[src/verilog/scd_cfg.svh]
`ifndef SCD_CFG_SVH
`define SCD_CFG_SVH

// Width of SCAD, FE and SC
`define SCD_WIDTH 10

// Width of the AR data word
`define AR_WIDTH 36

// Width of the microcode magic number field
`define MAGIC_WIDTH 9

`endif
[src/verilog/scdFlagPkg.sv]
`default_nettype none

package scdFlagPkg;

  // Arithmetic PC flags and the two pending trap requests
  typedef struct packed {
    logic ov;
    logic cry0;
    logic cry1;
    logic fov;
    logic fxu;
    logic divChk;
    logic fpd;
    logic trapReq1;
    logic trapReq2;
  } pcFlagsS;

endpackage

`default_nettype wire

[src/verilog/scdCtlPkg.sv]
`default_nettype none

`include "scd_cfg.svh"

package scdCtlPkg;

  // SCAD function as coded in the microword
  typedef enum logic [2:0] {
    fnA             = 3'd0,
    fnAMinusBMinus1 = 3'd1,
    fnAPlusB        = 3'd2,
    fnAMinus1       = 3'd3,
    fnAPlus1        = 3'd4,
    fnAMinusB       = 3'd5,
    fnOr            = 3'd6,
    fnAnd           = 3'd7
  } scadFuncE;

  // Codes 4 to 7 give a zero A operand
  typedef enum logic [2:0] {
    selaFe    = 3'd0,
    selaArPos = 3'd1,
    selaExp   = 3'd2,
    selaMagic = 3'd3
  } scadaSelE;

  typedef enum logic [1:0] {
    selbSc    = 2'd0,
    selbArPos = 2'd1,
    selbArExp = 2'd2,
    selbMagic = 2'd3
  } scadbSelE;

  typedef enum logic [1:0] {
    scmHold = 2'd0,
    scmFe   = 2'd1,
    scmScad = 2'd2,
    scmAr   = 2'd3
  } scmSelE;

  // Magic field seen as a flag set mask with bit 0 first
  typedef struct packed {
    logic       ov;
    logic       spare1;
    logic       fpd;
    logic       trap2;
    logic       trap1;
    logic       fxu;
    logic       divChk;
    logic [1:0] spare78;
  } magicMaskS;

  typedef union packed {
    logic [0:`MAGIC_WIDTH-1] value;
    magicMaskS               mask;
  } magicU;

endpackage

`default_nettype wire

[src/verilog/scdTop.sv]
`timescale 1ns/10ps
`default_nettype none

`include "scd_cfg.svh"

module scdTop import scdCtlPkg::*, scdFlagPkg::*; (
  input  logic                    clk,
  input  logic                    arstN,
  input  scadFuncE                scadFunc,
  input  scadaSelE                scadaSel,
  input  scadbSelE                scadbSel,
  input  scmSelE                  scmSel,
  input  magicU                   magic,
  input  logic                    feLoad,
  input  logic                    feShift,
  input  logic                    loadFlags,
  input  logic                    setAdFlags,
  input  logic                    pcfMagic,
  input  logic                    expTest,
  input  logic                    nicondDisp,
  input  logic                    piCycle,
  input  logic                    trapEn,
  input  logic [0:`AR_WIDTH-1]    ar,
  input  logic                    adOverflow,
  input  logic                    adCry0,
  input  logic                    adCry1,
  output logic [0:`SCD_WIDTH-1]   scad,
  output logic                    scadSign,
  output logic                    scadZero,
  output logic [0:`SCD_WIDTH-1]   fe,
  output logic [0:`SCD_WIDTH-1]   sc,
  output logic                    scGe36,
  output logic                    sc36To63,
  output pcFlagsS                 flags,
  output logic                    trapPending
);

  logic [0:`SCD_WIDTH-1] scadA;
  logic [0:`SCD_WIDTH-1] scadB;

  scadOperandMux uOperandMux (
    .scadaSel(scadaSel), .scadbSel(scadbSel), .magic(magic),
    .fe(fe), .sc(sc), .ar(ar), .scadA(scadA), .scadB(scadB)
  );

  scadAlu uAlu (
    .scadFunc(scadFunc), .scadA(scadA), .scadB(scadB),
    .scad(scad), .scadSign(scadSign), .scadZero(scadZero)
  );

  feScRegs uFeSc (
    .clk(clk), .arstN(arstN), .scad(scad), .ar(ar),
    .feLoad(feLoad), .feShift(feShift), .scmSel(scmSel),
    .fe(fe), .sc(sc), .scGe36(scGe36), .sc36To63(sc36To63)
  );

  pcFlags uFlags (
    .clk(clk), .arstN(arstN), .ar(ar), .scad(scad), .magic(magic),
    .loadFlags(loadFlags), .setAdFlags(setAdFlags), .pcfMagic(pcfMagic),
    .expTest(expTest), .piCycle(piCycle), .adOverflow(adOverflow),
    .adCry0(adCry0), .adCry1(adCry1), .nicondDisp(nicondDisp),
    .trapEn(trapEn), .flags(flags), .trapPending(trapPending)
  );

endmodule

`default_nettype wire

[src/verilog/pcFlags.sv]
`timescale 1ns/10ps
`default_nettype none

`include "scd_cfg.svh"

module pcFlags import scdCtlPkg::*, scdFlagPkg::*; (
  input  logic                    clk,
  input  logic                    arstN,
  input  logic [0:`AR_WIDTH-1]    ar,
  input  logic [0:`SCD_WIDTH-1]   scad,
  input  magicU                   magic,
  input  logic                    loadFlags,
  input  logic                    setAdFlags,
  input  logic                    pcfMagic,
  input  logic                    expTest,
  input  logic                    piCycle,
  input  logic                    adOverflow,
  input  logic                    adCry0,
  input  logic                    adCry1,
  input  logic                    nicondDisp,
  input  logic                    trapEn,
  output pcFlagsS                 flags,
  output logic                    trapPending
);

  logic setAd;
  logic pcfM;
  logic expT;
  logic ovSet;
  logic fovSet;
  logic trap1Set;
  logic trap2Set;

  // Flag updates are held off during a PI cycle
  assign setAd = setAdFlags & ~piCycle;
  assign pcfM  = pcfMagic & ~piCycle;
  assign expT  = expTest & ~piCycle;

  // Exponent test looks at SCAD bit 1 for overflow and bit 0 for underflow
  assign fovSet   = (expT & scad[1]) | (pcfM & magic.mask.ov);
  assign ovSet    = (setAd & adOverflow) | fovSet;
  assign trap1Set = ovSet | (pcfM & magic.mask.trap1);
  assign trap2Set = pcfM & magic.mask.trap2;

  always_ff @(posedge clk or negedge arstN) begin
    if (!arstN) begin
      flags <= '0;
    end else if (loadFlags) begin
      flags.ov       <= ar[0];
      flags.cry0     <= ar[1];
      flags.cry1     <= ar[2];
      flags.fov      <= ar[3];
      flags.fpd      <= ar[4];
      flags.trapReq2 <= ar[9];
      flags.trapReq1 <= ar[10];
      flags.fxu      <= ar[11];
      flags.divChk   <= ar[12];
    end else begin
      flags.ov     <= flags.ov | ovSet;
      flags.fov    <= flags.fov | fovSet;
      flags.cry0   <= flags.cry0 | (setAd & adCry0);
      flags.cry1   <= flags.cry1 | (setAd & adCry1);
      flags.fxu    <= flags.fxu | (expT & scad[0]) | (pcfM & magic.mask.fxu);
      flags.divChk <= flags.divChk | (pcfM & magic.mask.divChk);
      flags.fpd    <= flags.fpd | (pcfM & magic.mask.fpd);
      // A new request in the dispatch cycle survives the clear
      flags.trapReq1 <= trap1Set | (flags.trapReq1 & ~nicondDisp);
      flags.trapReq2 <= trap2Set | (flags.trapReq2 & ~nicondDisp);
    end
  end

  assign trapPending = (flags.trapReq1 | flags.trapReq2) & trapEn;

  flagsQuiet: assert property (@(posedge clk) disable iff (!arstN)
    !(loadFlags | setAdFlags | pcfMagic | expTest | nicondDisp) |=> $stable(flags));

endmodule

`default_nettype wire

[src/verilog/feScRegs.sv]
`timescale 1ns/10ps
`default_nettype none

`include "scd_cfg.svh"

module feScRegs import scdCtlPkg::*; (
  input  logic                    clk,
  input  logic                    arstN,
  input  logic [0:`SCD_WIDTH-1]   scad,
  input  logic [0:`AR_WIDTH-1]    ar,
  input  logic                    feLoad,
  input  logic                    feShift,
  input  scmSelE                  scmSel,
  output logic [0:`SCD_WIDTH-1]   fe,
  output logic [0:`SCD_WIDTH-1]   sc,
  output logic                    scGe36,
  output logic                    sc36To63
);

  logic [0:`SCD_WIDTH-1] scm;

  // Load wins over shift; the sign bit is copied in on a shift
  always_ff @(posedge clk or negedge arstN) begin
    if (!arstN) begin
      fe <= '0;
    end else if (feLoad) begin
      fe <= scad;
    end else if (feShift) begin
      fe <= {fe[0], fe[0:`SCD_WIDTH-2]};
    end
  end

  always_comb begin
    case (scmSel)
      scmHold: scm = sc;
      scmFe:   scm = fe;
      scmScad: scm = scad;
      default: scm = {ar[18], ar[18], ar[28:35]};
    endcase
  end

  always_ff @(posedge clk or negedge arstN) begin
    if (!arstN) begin
      sc <= '0;
    end else begin
      sc <= scm;
    end
  end

  // Range tests used by the shift and byte microcode
  assign scGe36   = |sc[0:3];
  assign sc36To63 = sc[4] & (|sc[5:7]);

  // FE must stay defined once out of reset whatever the microcode does
  feKnown: assert property (@(posedge clk) disable iff (!arstN) !$isunknown(fe));

endmodule

`default_nettype wire

[src/verilog/scadAlu.sv]
`timescale 1ns/10ps
`default_nettype none

`include "scd_cfg.svh"

module scadAlu import scdCtlPkg::*; (
  input  scadFuncE                scadFunc,
  input  logic [0:`SCD_WIDTH-1]   scadA,
  input  logic [0:`SCD_WIDTH-1]   scadB,
  output logic [0:`SCD_WIDTH-1]   scad,
  output logic                    scadSign,
  output logic                    scadZero
);

  logic [0:`SCD_WIDTH] aExt;
  logic [0:`SCD_WIDTH] bExt;
  logic [0:`SCD_WIDTH] result;

  // One extra sign bit above the ten result bits
  assign aExt = {scadA[0], scadA};
  assign bExt = {scadB[0], scadB};

  always_comb begin
    case (scadFunc)
      fnA:             result = aExt;
      fnAMinusBMinus1: result = aExt + ~bExt;
      fnAPlusB:        result = aExt + bExt;
      fnAMinus1:       result = aExt - 1'b1;
      fnAPlus1:        result = aExt + 1'b1;
      fnAMinusB:       result = aExt - bExt;
      fnOr:            result = aExt | bExt;
      default:         result = aExt & bExt;
    endcase
  end

  assign scadSign = result[0];
  assign scad     = result[1:`SCD_WIDTH];

  // Zero test ignores the extension bit
  assign scadZero = (scad == '0);

endmodule

`default_nettype wire

[src/verilog/scadOperandMux.sv]
`timescale 1ns/10ps
`default_nettype none

`include "scd_cfg.svh"

module scadOperandMux import scdCtlPkg::*; (
  input  scadaSelE                scadaSel,
  input  scadbSelE                scadbSel,
  input  magicU                   magic,
  input  logic [0:`SCD_WIDTH-1]   fe,
  input  logic [0:`SCD_WIDTH-1]   sc,
  input  logic [0:`AR_WIDTH-1]    ar,
  output logic [0:`SCD_WIDTH-1]   scadA,
  output logic [0:`SCD_WIDTH-1]   scadB
);

  logic [0:7]              expFold;
  logic [0:`SCD_WIDTH-1]   magicExt;

  // Exponent of a negative number is stored ones-complemented
  assign expFold = ar[1:8] ^ {8{ar[0]}};

  assign magicExt = {{(`SCD_WIDTH - `MAGIC_WIDTH){magic.value[0]}}, magic.value};

  always_comb begin
    case (scadaSel)
      selaFe: begin
        scadA = fe;
      end
      selaArPos: begin
        scadA = {{(`SCD_WIDTH - 6){1'b0}}, ar[0:5]};
      end
      selaExp: begin
        scadA = {{(`SCD_WIDTH - 8){1'b0}}, expFold};
      end
      selaMagic: begin
        scadA = magicExt;
      end
      default: begin
        scadA = '0;
      end
    endcase
  end

  always_comb begin
    case (scadbSel)
      selbSc:    scadB = sc;
      selbArPos: scadB = {{(`SCD_WIDTH - 6){1'b0}}, ar[6:11]};
      selbArExp: scadB = {{(`SCD_WIDTH - 9){1'b0}}, ar[0:8]};
      default:   scadB = magicExt;
    endcase
  end

endmodule

`default_nettype wire

[config.mk]
export PLATFORM = sky130hd
export DESIGN_NAME = scdTop
export DESIGN_NICKNAME = d
export VERILOG_FILES = /design/src/verilog/scdFlagPkg.sv /design/src/verilog/scdCtlPkg.sv /design/src/verilog/scdTop.sv /design/src/verilog/pcFlags.sv /design/src/verilog/feScRegs.sv /design/src/verilog/scadAlu.sv /design/src/verilog/scadOperandMux.sv
export VERILOG_INCLUDE_DIRS = /design/src /design/src/verilog
export SDC_FILE = /design/constraint.sdc
export NUM_CORES = 1
export LEC_CHECK = 0
export CORE_ASPECT_RATIO = 0.9
export CORE_MARGIN = 4
export CORE_UTILIZATION = 60
export CTS_BUF_LIST = sky130_fd_sc_hd__clkbuf_4
export CTS_CLUSTER_DIAMETER = 30
export DETAILED_ROUTE_END_ITERATION = 10
export DONT_BUFFER_PORTS = 1
export GPL_ROUTABILITY_DRIVEN = 0
export PLACE_DENSITY_LB_ADDON = 0.3
export SYNTH_ARGS = -nofsm -noshare
export SYNTH_HDL_FRONTEND = slang
export SYNTH_SLANG_ARGS = --single-unit
[constraint.sdc]
create_clock -name clk -period 7.55 [get_ports clk]
set_input_delay 0.3775 -clock clk [delete_from_list [all_inputs] [get_ports clk]]
set_output_delay 0.3775 -clock clk [all_outputs]
set_load 0.05 [all_outputs]
==> results, run 1 <==
- The run finished with clean final reports.
- The first global-routing pass estimated 19.7 mm of wire.
- The total wirelength of the detailed-routed design is 12.2 mm.
- Averaged over all synthesized cells, the footprint is 7.92 sq um.
- Counting flops with an async set or reset pin after synthesis yields a share of 100%.
- The total standard cell area after synthesis is 0.00408 sq mm.
- The initial antenna violation count was 0.
- The share of layout cells above drive strength 1 is 6.53%.
- The via count of the first global-routing pass was 3,790.
- The antenna diode count is 0.
- In this run the power density over the cells is 215 mW/mm^2.
- The final total negative setup slack is 0 ns.
- The final routed DRC violation total is 0.
- The largest fanout on the critical path is 4.
- During I/O placement, the number of pins put on the boundary was 113.
- The cell count after synthesis is 515.
- The endpoint of the worst hold path is uFeSc.fe[0].
- Input and output buffers added on the ports amount to 0.
- Counting the fill cells in the layout gives 569.
- The detail route stage leaves a number of antenna-violating nets equal to 0.
- The slew at the pin closest to its max-slew limit is 0.959 ns.
- The post-CTS clock slew at the launch and capture registers of the worst setup and hold paths is 0.10 ns.
- With fillers left out, the area of the finished cells amounts to 0.00424 sq mm.
- TritonCTS built the clock tree.
- Across the VDD grid, the largest voltage drop is 0.000220 V.
- The worst slew slack as a fraction of its limit is 36.1%.
- The number of storage elements in the synthesis netlist is 29.
- For the final database, setup skew stands at 0.00244 ns.
- Counting flops with a built-in enable in the synthesized netlist gives 0.
- The first detailed-routing pass ran for 5 iterations.
- The sum of overflow across all layers after global routing is 0.
- STA classifies the critical path endpoint as a primary output.
- The reg-to-reg critical path startpoint is uFeSc.sc[8].
- The detailed router placed 4,002 vias in this run.
- In the final design database the tool counted 619 nets.
- The clock insertion delay at the later pin of the skew report is 0.33 ns.
- The placed cell area is 0.00413 sq mm.
- After detailed routing, the average wire length per cell comes to 20.5 um.
- Once the floorplan was initialized, standard cells occupied 61.9% of the core.
- The most instantiated flip-flop cell in the synthesis netlist is sky130_fd_sc_hd__dfrtp_1.
- STA puts the critical path data arrival time at 5.37 ns.
- The routed via count divided by cell count is 6.73.
- The worst hold path belongs to the class primary input to register.
- The clock tree synthesis step divided the H-tree into 2 levels.
- The category of the most critical setup path is register to primary output.
- The height of the die is 86.2 um.
- Timing would allow up to 174 MHz.
- The wire-length estimate of the detail-placed layout is 9.66 mm.
- The number of core rows is 28.
- The number of cells on the worst reg-to-reg path is 16.
- Yosys mapped the design onto 63 distinct sky130hd cell types.
- Compared with the post-synthesis result, the final layout area differs by 3.86%.
- The share of synthesized area in the top cell type comes to 17.8%.
- The register area share after synthesis is 17.8%.
- Entering global routing, the biggest net connects 30 pins.
- The number of hold violations in the final report is 0.
- The count of synthesis-stage warnings from yosys is 0.
- The final critical-path required period is 5.75 ns.
- The die covers 0.00819 sq mm.
- CTS saw 29 sinks.
- Setup repair after global routing left no endpoint under its margin.
- The final max-slew violation count is 0.
- The total area inside the core boundary comes to 0.00659 sq mm.
- The cell taking the most area after synthesis is sky130_fd_sc_hd__dfrtp_1.
- The count of cells along the worst hold path is 1.
- By instance count, the leading cell after synthesis is sky130_fd_sc_hd__nand2_1.
- The master cell of the clock root buffer is sky130_fd_sc_hd__clkbuf_4.
- The end of the worst register-to-register path is uFeSc.sc[3].
- Gates resized during post-CTS repair numbered 0.
- The required time of the critical path is 7.17 ns.
- The number of setup violations in the final report is 0.
- Across every metal layer, demand over resource in global routing totals 30.5%.
- The width of the chip is 94.9 um.
- The origin of the worst min-delay path is feLoad.
- After layout, the worst path uses 76.2% of the clock period.
- The longest clock path from root to sink contains 2 buffers.
- The critical path launch point type is a register.
- The number of nets in the synthesized netlist is 630.
- The static leakage is 1.91 nW.
- Sorting the synthesized cells by how often they occur yields 56 x sky130_fd_sc_hd__nand2_1, 49 x sky130_fd_sc_hd__o21ai_0, 44 x sky130_fd_sc_hd__ha_1.
- By area the synthesized netlist is led by sky130_fd_sc_hd__dfrtp_1 18%, sky130_fd_sc_hd__ha_1 13%, sky130_fd_sc_hd__o21ai_0 6.0%.
- The register-to-register path setup slack is 2.61 ns.
- Max-cap violations in this run came to 0.
- After the first detailed-routing iteration, the DRC count stood at 266.
- Buffers inserted during clock tree synthesis total 5.
[routing by layer]
| metal | part of all wire (%) | track usage (%) |
|---|---|---|
| met5 | 0 | 0 |
| met4 | 1.1 | 6.68 |
| met3 | 9.9 | 5.64 |
| met2 | 49 | 51.4 |
| met1 | 40 | 40.9 |
[worst max-delay path, stage by stage (launching register included)]
cell and delay, ns:
sky130_fd_sc_hd__dfrtp_1 0.59, sky130_fd_sc_hd__mux4_1 0.68, sky130_fd_sc_hd__inv_1 0.21, sky130_fd_sc_hd__ha_1 0.22
sky130_fd_sc_hd__nor2b_1 0.32, sky130_fd_sc_hd__and2_1 0.19, sky130_fd_sc_hd__xnor2_1 0.11, sky130_fd_sc_hd__o21ai_0 0.09
sky130_fd_sc_hd__ha_1 0.33, sky130_fd_sc_hd__o21a_1 0.14, sky130_fd_sc_hd__a21o_1 0.22, sky130_fd_sc_hd__or3b_2 0.47
sky130_fd_sc_hd__a21o_1 0.18, sky130_fd_sc_hd__a21oi_1 0.17, sky130_fd_sc_hd__o32a_1 0.65, sky130_fd_sc_hd__nor2_1 0.07
sky130_fd_sc_hd__and4_1 0.41
[cell families (layout without fill, tap and decap cells)]
kind of cell,count (synthesis),after routing,share of synthesized area [%]
XOR/XNOR,25,25,5.37
multiplexers,27,27,10.3
AND/OR/NAND/NOR,161,161,19.6
AO/OA/AOI/OAI,163,163,26.2
buffers and inverters,64,54,6.26
flip-flops,29,29,17.8
adder cells (fa/ha/maj),46,46,14.5
[layout by cell type (no fill, tap or decap), types with 3 or more instances in the layout]
cell type	instances
sky130_fd_sc_hd__clkbuf_4	5
sky130_fd_sc_hd__buf_4	6
sky130_fd_sc_hd__nand2b_1	5
sky130_fd_sc_hd__o21a_1	7
sky130_fd_sc_hd__o211a_1	3
sky130_fd_sc_hd__nand3_1	7
sky130_fd_sc_hd__a21o_1	7
sky130_fd_sc_hd__or3_1	3
sky130_fd_sc_hd__o211ai_1	3
sky130_fd_sc_hd__and2_1	5
sky130_fd_sc_hd__nor3_1	11
sky130_fd_sc_hd__o31ai_1	9
sky130_fd_sc_hd__a221oi_1	10
sky130_fd_sc_hd__o21ai_0	48
sky130_fd_sc_hd__nand2_1	56
sky130_fd_sc_hd__nor3b_1	4
sky130_fd_sc_hd__nor2b_1	18
sky130_fd_sc_hd__inv_1	38
sky130_fd_sc_hd__mux2i_1	14
sky130_fd_sc_hd__a221o_1	3
sky130_fd_sc_hd__dfrtp_1	29
sky130_fd_sc_hd__a21oi_1	34
sky130_fd_sc_hd__o221ai_1	3
sky130_fd_sc_hd__a22oi_1	5
sky130_fd_sc_hd__a211oi_1	7
sky130_fd_sc_hd__xor2_1	8
sky130_fd_sc_hd__nor2_1	36
sky130_fd_sc_hd__o22ai_1	3
sky130_fd_sc_hd__xnor2_1	17
sky130_fd_sc_hd__mux4_1	3
sky130_fd_sc_hd__ha_1	44
sky130_fd_sc_hd__mux4_2	8
[power by group]
| group | switching [W] | internal [W] |
|---|---|---|
| sequential | 0.000142 | 0.000180 |
| combinational | 0.000289 | 0.000174 |
| clock | 0.0000589 | 0.0000685 |
[sequential cells by signal (all words and copies together), names as in the netlist]
signal	count
uFlags.flags	9
uFeSc.sc	10
uFeSc.fe	10
[through the flow]
stage                     cells  total power [W]  util, %  hold WS, ns  setup WS, ns
after floorplan             515         0.000677        -       0.0819          2.72
after global placement      585         0.000757     62.7       0.0825          2.35
after detailed placement    585         0.000772     62.7       0.0824          2.25
after CTS                   595         0.000905     64.3        0.113          1.87
after global routing        595         0.000964     64.3       0.0890          1.58
final                       595         0.000913     64.3        0.116          1.80
[cell type report]
type	count	area [sq um]	share of cell area, %
Clock buffer	5	37.5	0.886
Clock inverter	3	41.3	0.974
Inverter	38	143	3.37
Multi-Input combinational cell	422	3100	73.2
Sequential cell	29	726	17.1
Tap cell	90	113	2.66
Timing Repair Buffer	8	75.1	1.77
[worst max path at each step]
stage / from / end
floorplan: uFeSc.sc[8] / scadZero
global placement: uFeSc.sc[8] / scadZero
detailed placement: uFeSc.sc[8] / scadZero
CTS: uFeSc.sc[8] / scadZero
global route: uFeSc.sc[8] / scadZero
finish: uFeSc.sc[8] / scadZero
[repair_timing]
item	in CTS	in global routing
endpoints found under the hold margin	29	0
hold buffers	2	0
buffers inserted	0	0
Note: power is estimated with default switching activity, not from simulation.
==> run 2: changes to the inputs <==
==> constraint.sdc (replaced) <==
create_clock -name clk -period 4.8 [get_ports clk]
set_input_delay 0.24 -clock clk [delete_from_list [all_inputs] [get_ports clk]]
set_output_delay 0.24 -clock clk [all_outputs]
set_load 0.05 [all_outputs]
==> run 2 against run 1 <==
Net effect:
- power rose by 57%
- flip-flop and latch count stayed put
- die area unchanged
- count of clock-buffer cells in the layout up 1
- clock skew is 0.012 ns higher
- sequential share of layout area decreased by 0.57 points
- worst hold slack worse by 0.11 ns
- routed wire length up 3.1%
- register-to-register slack got worse by 2.0 ns
- global-route usage up 0.43 points
- critical path depth grew 1
- largest power group unchanged
==> results, run 2 (synthesized netlist as in run 1, its figures left out) <==
- Global routing consumed, over all layers together, 30.9% of the routing resources.
- The antenna diode count is 0.
- The kind of capture point of the worst setup path is a primary output.
- The power per cell area is 326 mW/mm^2.
- The maximum frequency from static timing analysis is 221 MHz.
- The critical path is of the register to primary output type.
- Data on the critical path is required at its endpoint by 4.56 ns.
- The critical path goes through mux4_2 -> inv_2 -> ha_1 -> nor2b_4 -> and2_1 -> xnor2_1 -> o21ai_0 -> ha_1 -> o21a_1 -> a21o_1 -> or3b_2 -> a21o_1 -> a21oi_1 -> o32a_1 -> nor2_1 -> and4_1 -> buf_12.
- 113 I/O pins were placed.
- The clock insertion delay at the later pin of the skew report is 0.33 ns.
- The largest single stage delay on the critical path is 0.53 ns.
- The final max-slew violation count came to 0.
- The worst endpoint data arrival time is 4.28 ns.
- The worst setup path is launched from a register.
- The height of the die is 86.2 um.
- Cells fill 66.6% of the core in the end.
- The number of DRC markers after the initial detailed-route iteration is 391.
- The sum of overflow across all layers after global routing is 0.
- After floorplanning, the core was divided into 28 placement rows.
- The HPWL after detailed placement is 9.84 mm.
- After detailed routing, the average wire length per cell comes to 20.5 um.
- The share of layout cells above drive strength 1 is 9.92%.
- The final total negative setup slack is 0 ns.
- The total iterations of the first detailed-routing run is 5.
- For this design the total switching power over the nets is 0.000775 W.
- For this run, design rule violations remaining after detail routing come to 0.
- The total wirelength of the detailed-routed design is 12.6 mm.
- The worst IR drop on VDD is 0.000297 V.
- Buffers inserted during clock tree synthesis total 5.
- The slew at the pin closest to its max-slew limit is 0.663 ns.
- The static leakage is 1.99 nW.
- Across the run, the number of max-cap violations was 0.
- Compared with the post-synthesis result, the final layout area differs by 7.45%.
- After clock tree synthesis, the clock-pin slew on the worst setup and hold paths is 0.11 ns.
- Measured against its own limit, the worst slew margin works out to 55.7%.
- In this run the number of H-tree levels came out at 2.
- Across all hold checks on the routed design, the worst slack comes to 0.00712 ns.
- The most frequent standard cell in the layout excluding fill and tap cells is sky130_fd_sc_hd__nand2_1.
- Setup violations remaining at the end of the flow were counted as 0.
- The number of sinks on the clock net is 29.
- The clock passes through at most 2 buffers.
- Sequential cells account for 31.5% of the total power.
- The initial standard-cell utilization of the core is 61.9%.
- The via count of the first global-routing pass is 3,926.
- The standard cell core area is 0.00659 sq mm.
- Setup repair after global routing left no endpoint under its margin.
- The library cells used most frequently in the layout, excluding fill and tap cells, are 56 x sky130_fd_sc_hd__nand2_1, 46 x sky130_fd_sc_hd__o21ai_0, 44 x sky130_fd_sc_hd__ha_1, 36 x sky130_fd_sc_hd__inv_1, 36 x sky130_fd_sc_hd__nor2_1.
- The TritonCTS clock tree is built.
- The wire length of the first global-routing pass is 20.0 mm.
- For this design, the slowest cell found on the critical path is sky130_fd_sc_hd__mux4_2.
- Net switching is 54.2% of the power.
- The width of the chip is 94.9 um.
- Combinational logic is responsible for 57.9% of the overall power.
- The master cell of the clock root buffer is sky130_fd_sc_hd__clkbuf_4.
- The initial antenna violation count is 0.
- The number of routed nets with antenna violations is 0.
- In the final design database the tool counted 638 nets.
- The area of the die is 0.00819 sq mm.
- The largest registers in the layout are uFeSc.fe x10, uFeSc.sc x10, uFlags.flags x9.
- The routed layout has 4,070 vias.
- In this run the worst hold path is classified as primary input to register.
- The worst path needs 4.52 ns of the cycle, external delays included.
- The total power draw is 0.00143 W.
- The flow ran to the end, and the final reports show no timing, DRC or antenna violations.
- For the final database, setup skew stands at 0.0146 ns.
- The number of hold violations in the final report is 0.
- Entering global routing, the biggest net connects 30 pins.
- The relative contribution of the clock network to total power is 10.6%.
- The largest fanout on the critical path is 4.
- During placement, the flow inserted port buffers numbering 0.
- Dividing the detail-routed via count by the number of cells gives 6.63.
- The internal portion of the total power is 0.000655 W.
- In the finished design, the share of the clock period the worst path needs comes to 94.2%.
## run 2: cell count changes in the layout (fill, tap and decap cells not counted), sizes merged
cell	delta
buf	+13
bufinv	-1
clkbuf	+1
clkinv	+1
clkinvlp	-1
dlygate4sd3	+6
## run 2: routing by layer
metal	wire [um]	vias up	GRT usage, %
li1	-	1884	-
met3	1230	26	7.29
met4	276	0	8.65
met5	0	-	0
met2	5990	237	52.3
met1	5080	1923	39.6
## run 2: critical path, delay by kind of cell (launching register included)
kind | cells | cell delay [ns]
xor gates and xnor gates | 1 | 0.11
buffers and inverters | 2 | 0.29
DFF | 1 | 0.40
muxes | 1 | 0.53
AOI/OAI and AO/OA | 6 | 1.02
adders and majority gates | 2 | 0.54
and+or+nand+nor | 5 | 1.08
## run 2: area by class of cell
type	instances	area (sq um)
multi-input combinational	422	3100
clock inverter	2	10.0
sequential	29	726
timing repair buffer	27	245
tap	90	113
clock buffer	6	45.0
inverter	38	143
fill	582	2200
## run 2: repair_timing
| item | in CTS | in global routing |
|---|---|---|
| endpoints found under the hold margin | 35 | 3 |
| resized for setup | 1 | 7 |
| setup endpoints to repair | 1 | 3 |
| buffers inserted | 0 | 0 |
| hold buffers | 6 | 2 |
## run 2: stage by stage
stage,worst slack [ns],std cells,cell area [sq um]
5_1_grt,0.00911,614,4380
6_report,0.278,614,4380
3_3_place_gp,0.468,598,4240
4_1_cts,0.0608,612,4360
3_5_place_dp,0.354,598,4240
2_1_floorplan,0.112,515,4080
## run 2: power by group through the flow
stage / Sequential, W / Combinational, W / Clock (W)
after floorplan: 0.000482 / 0.000582 / 0
after global placement: 0.000451 / 0.000773 / 0
after detailed placement: 0.000453 / 0.000795 / 0
after CTS: 0.000448 / 0.000811 / 0.000151
after global routing: 0.000455 / 0.000895 / 0.000164
final: 0.000451 / 0.000829 / 0.000151
## run 2: path summary, 6_finish.rpt
| path | startpoint | endpoint | cells after the start | slack [ns] |
|---|---|---|---|---|
| max | uFeSc.sc[8] | scadZero | 17 | 0.28 |
| min | loadFlags | uFlags.flags[7] | 1 | 0.007 |
| max reg2reg | uFeSc.sc[5] | uFeSc.sc[0] | 16 | 0.63 |
| min reg2reg | uFeSc.sc[9] | uFeSc.sc[9] | 3 | 0.72 |
| max in group asynchronous | arstN | uFeSc.sc[3] | 2 | 4.29 |
| min in group asynchronous | arstN | uFlags.flags[1] | 2 | 0.34 |
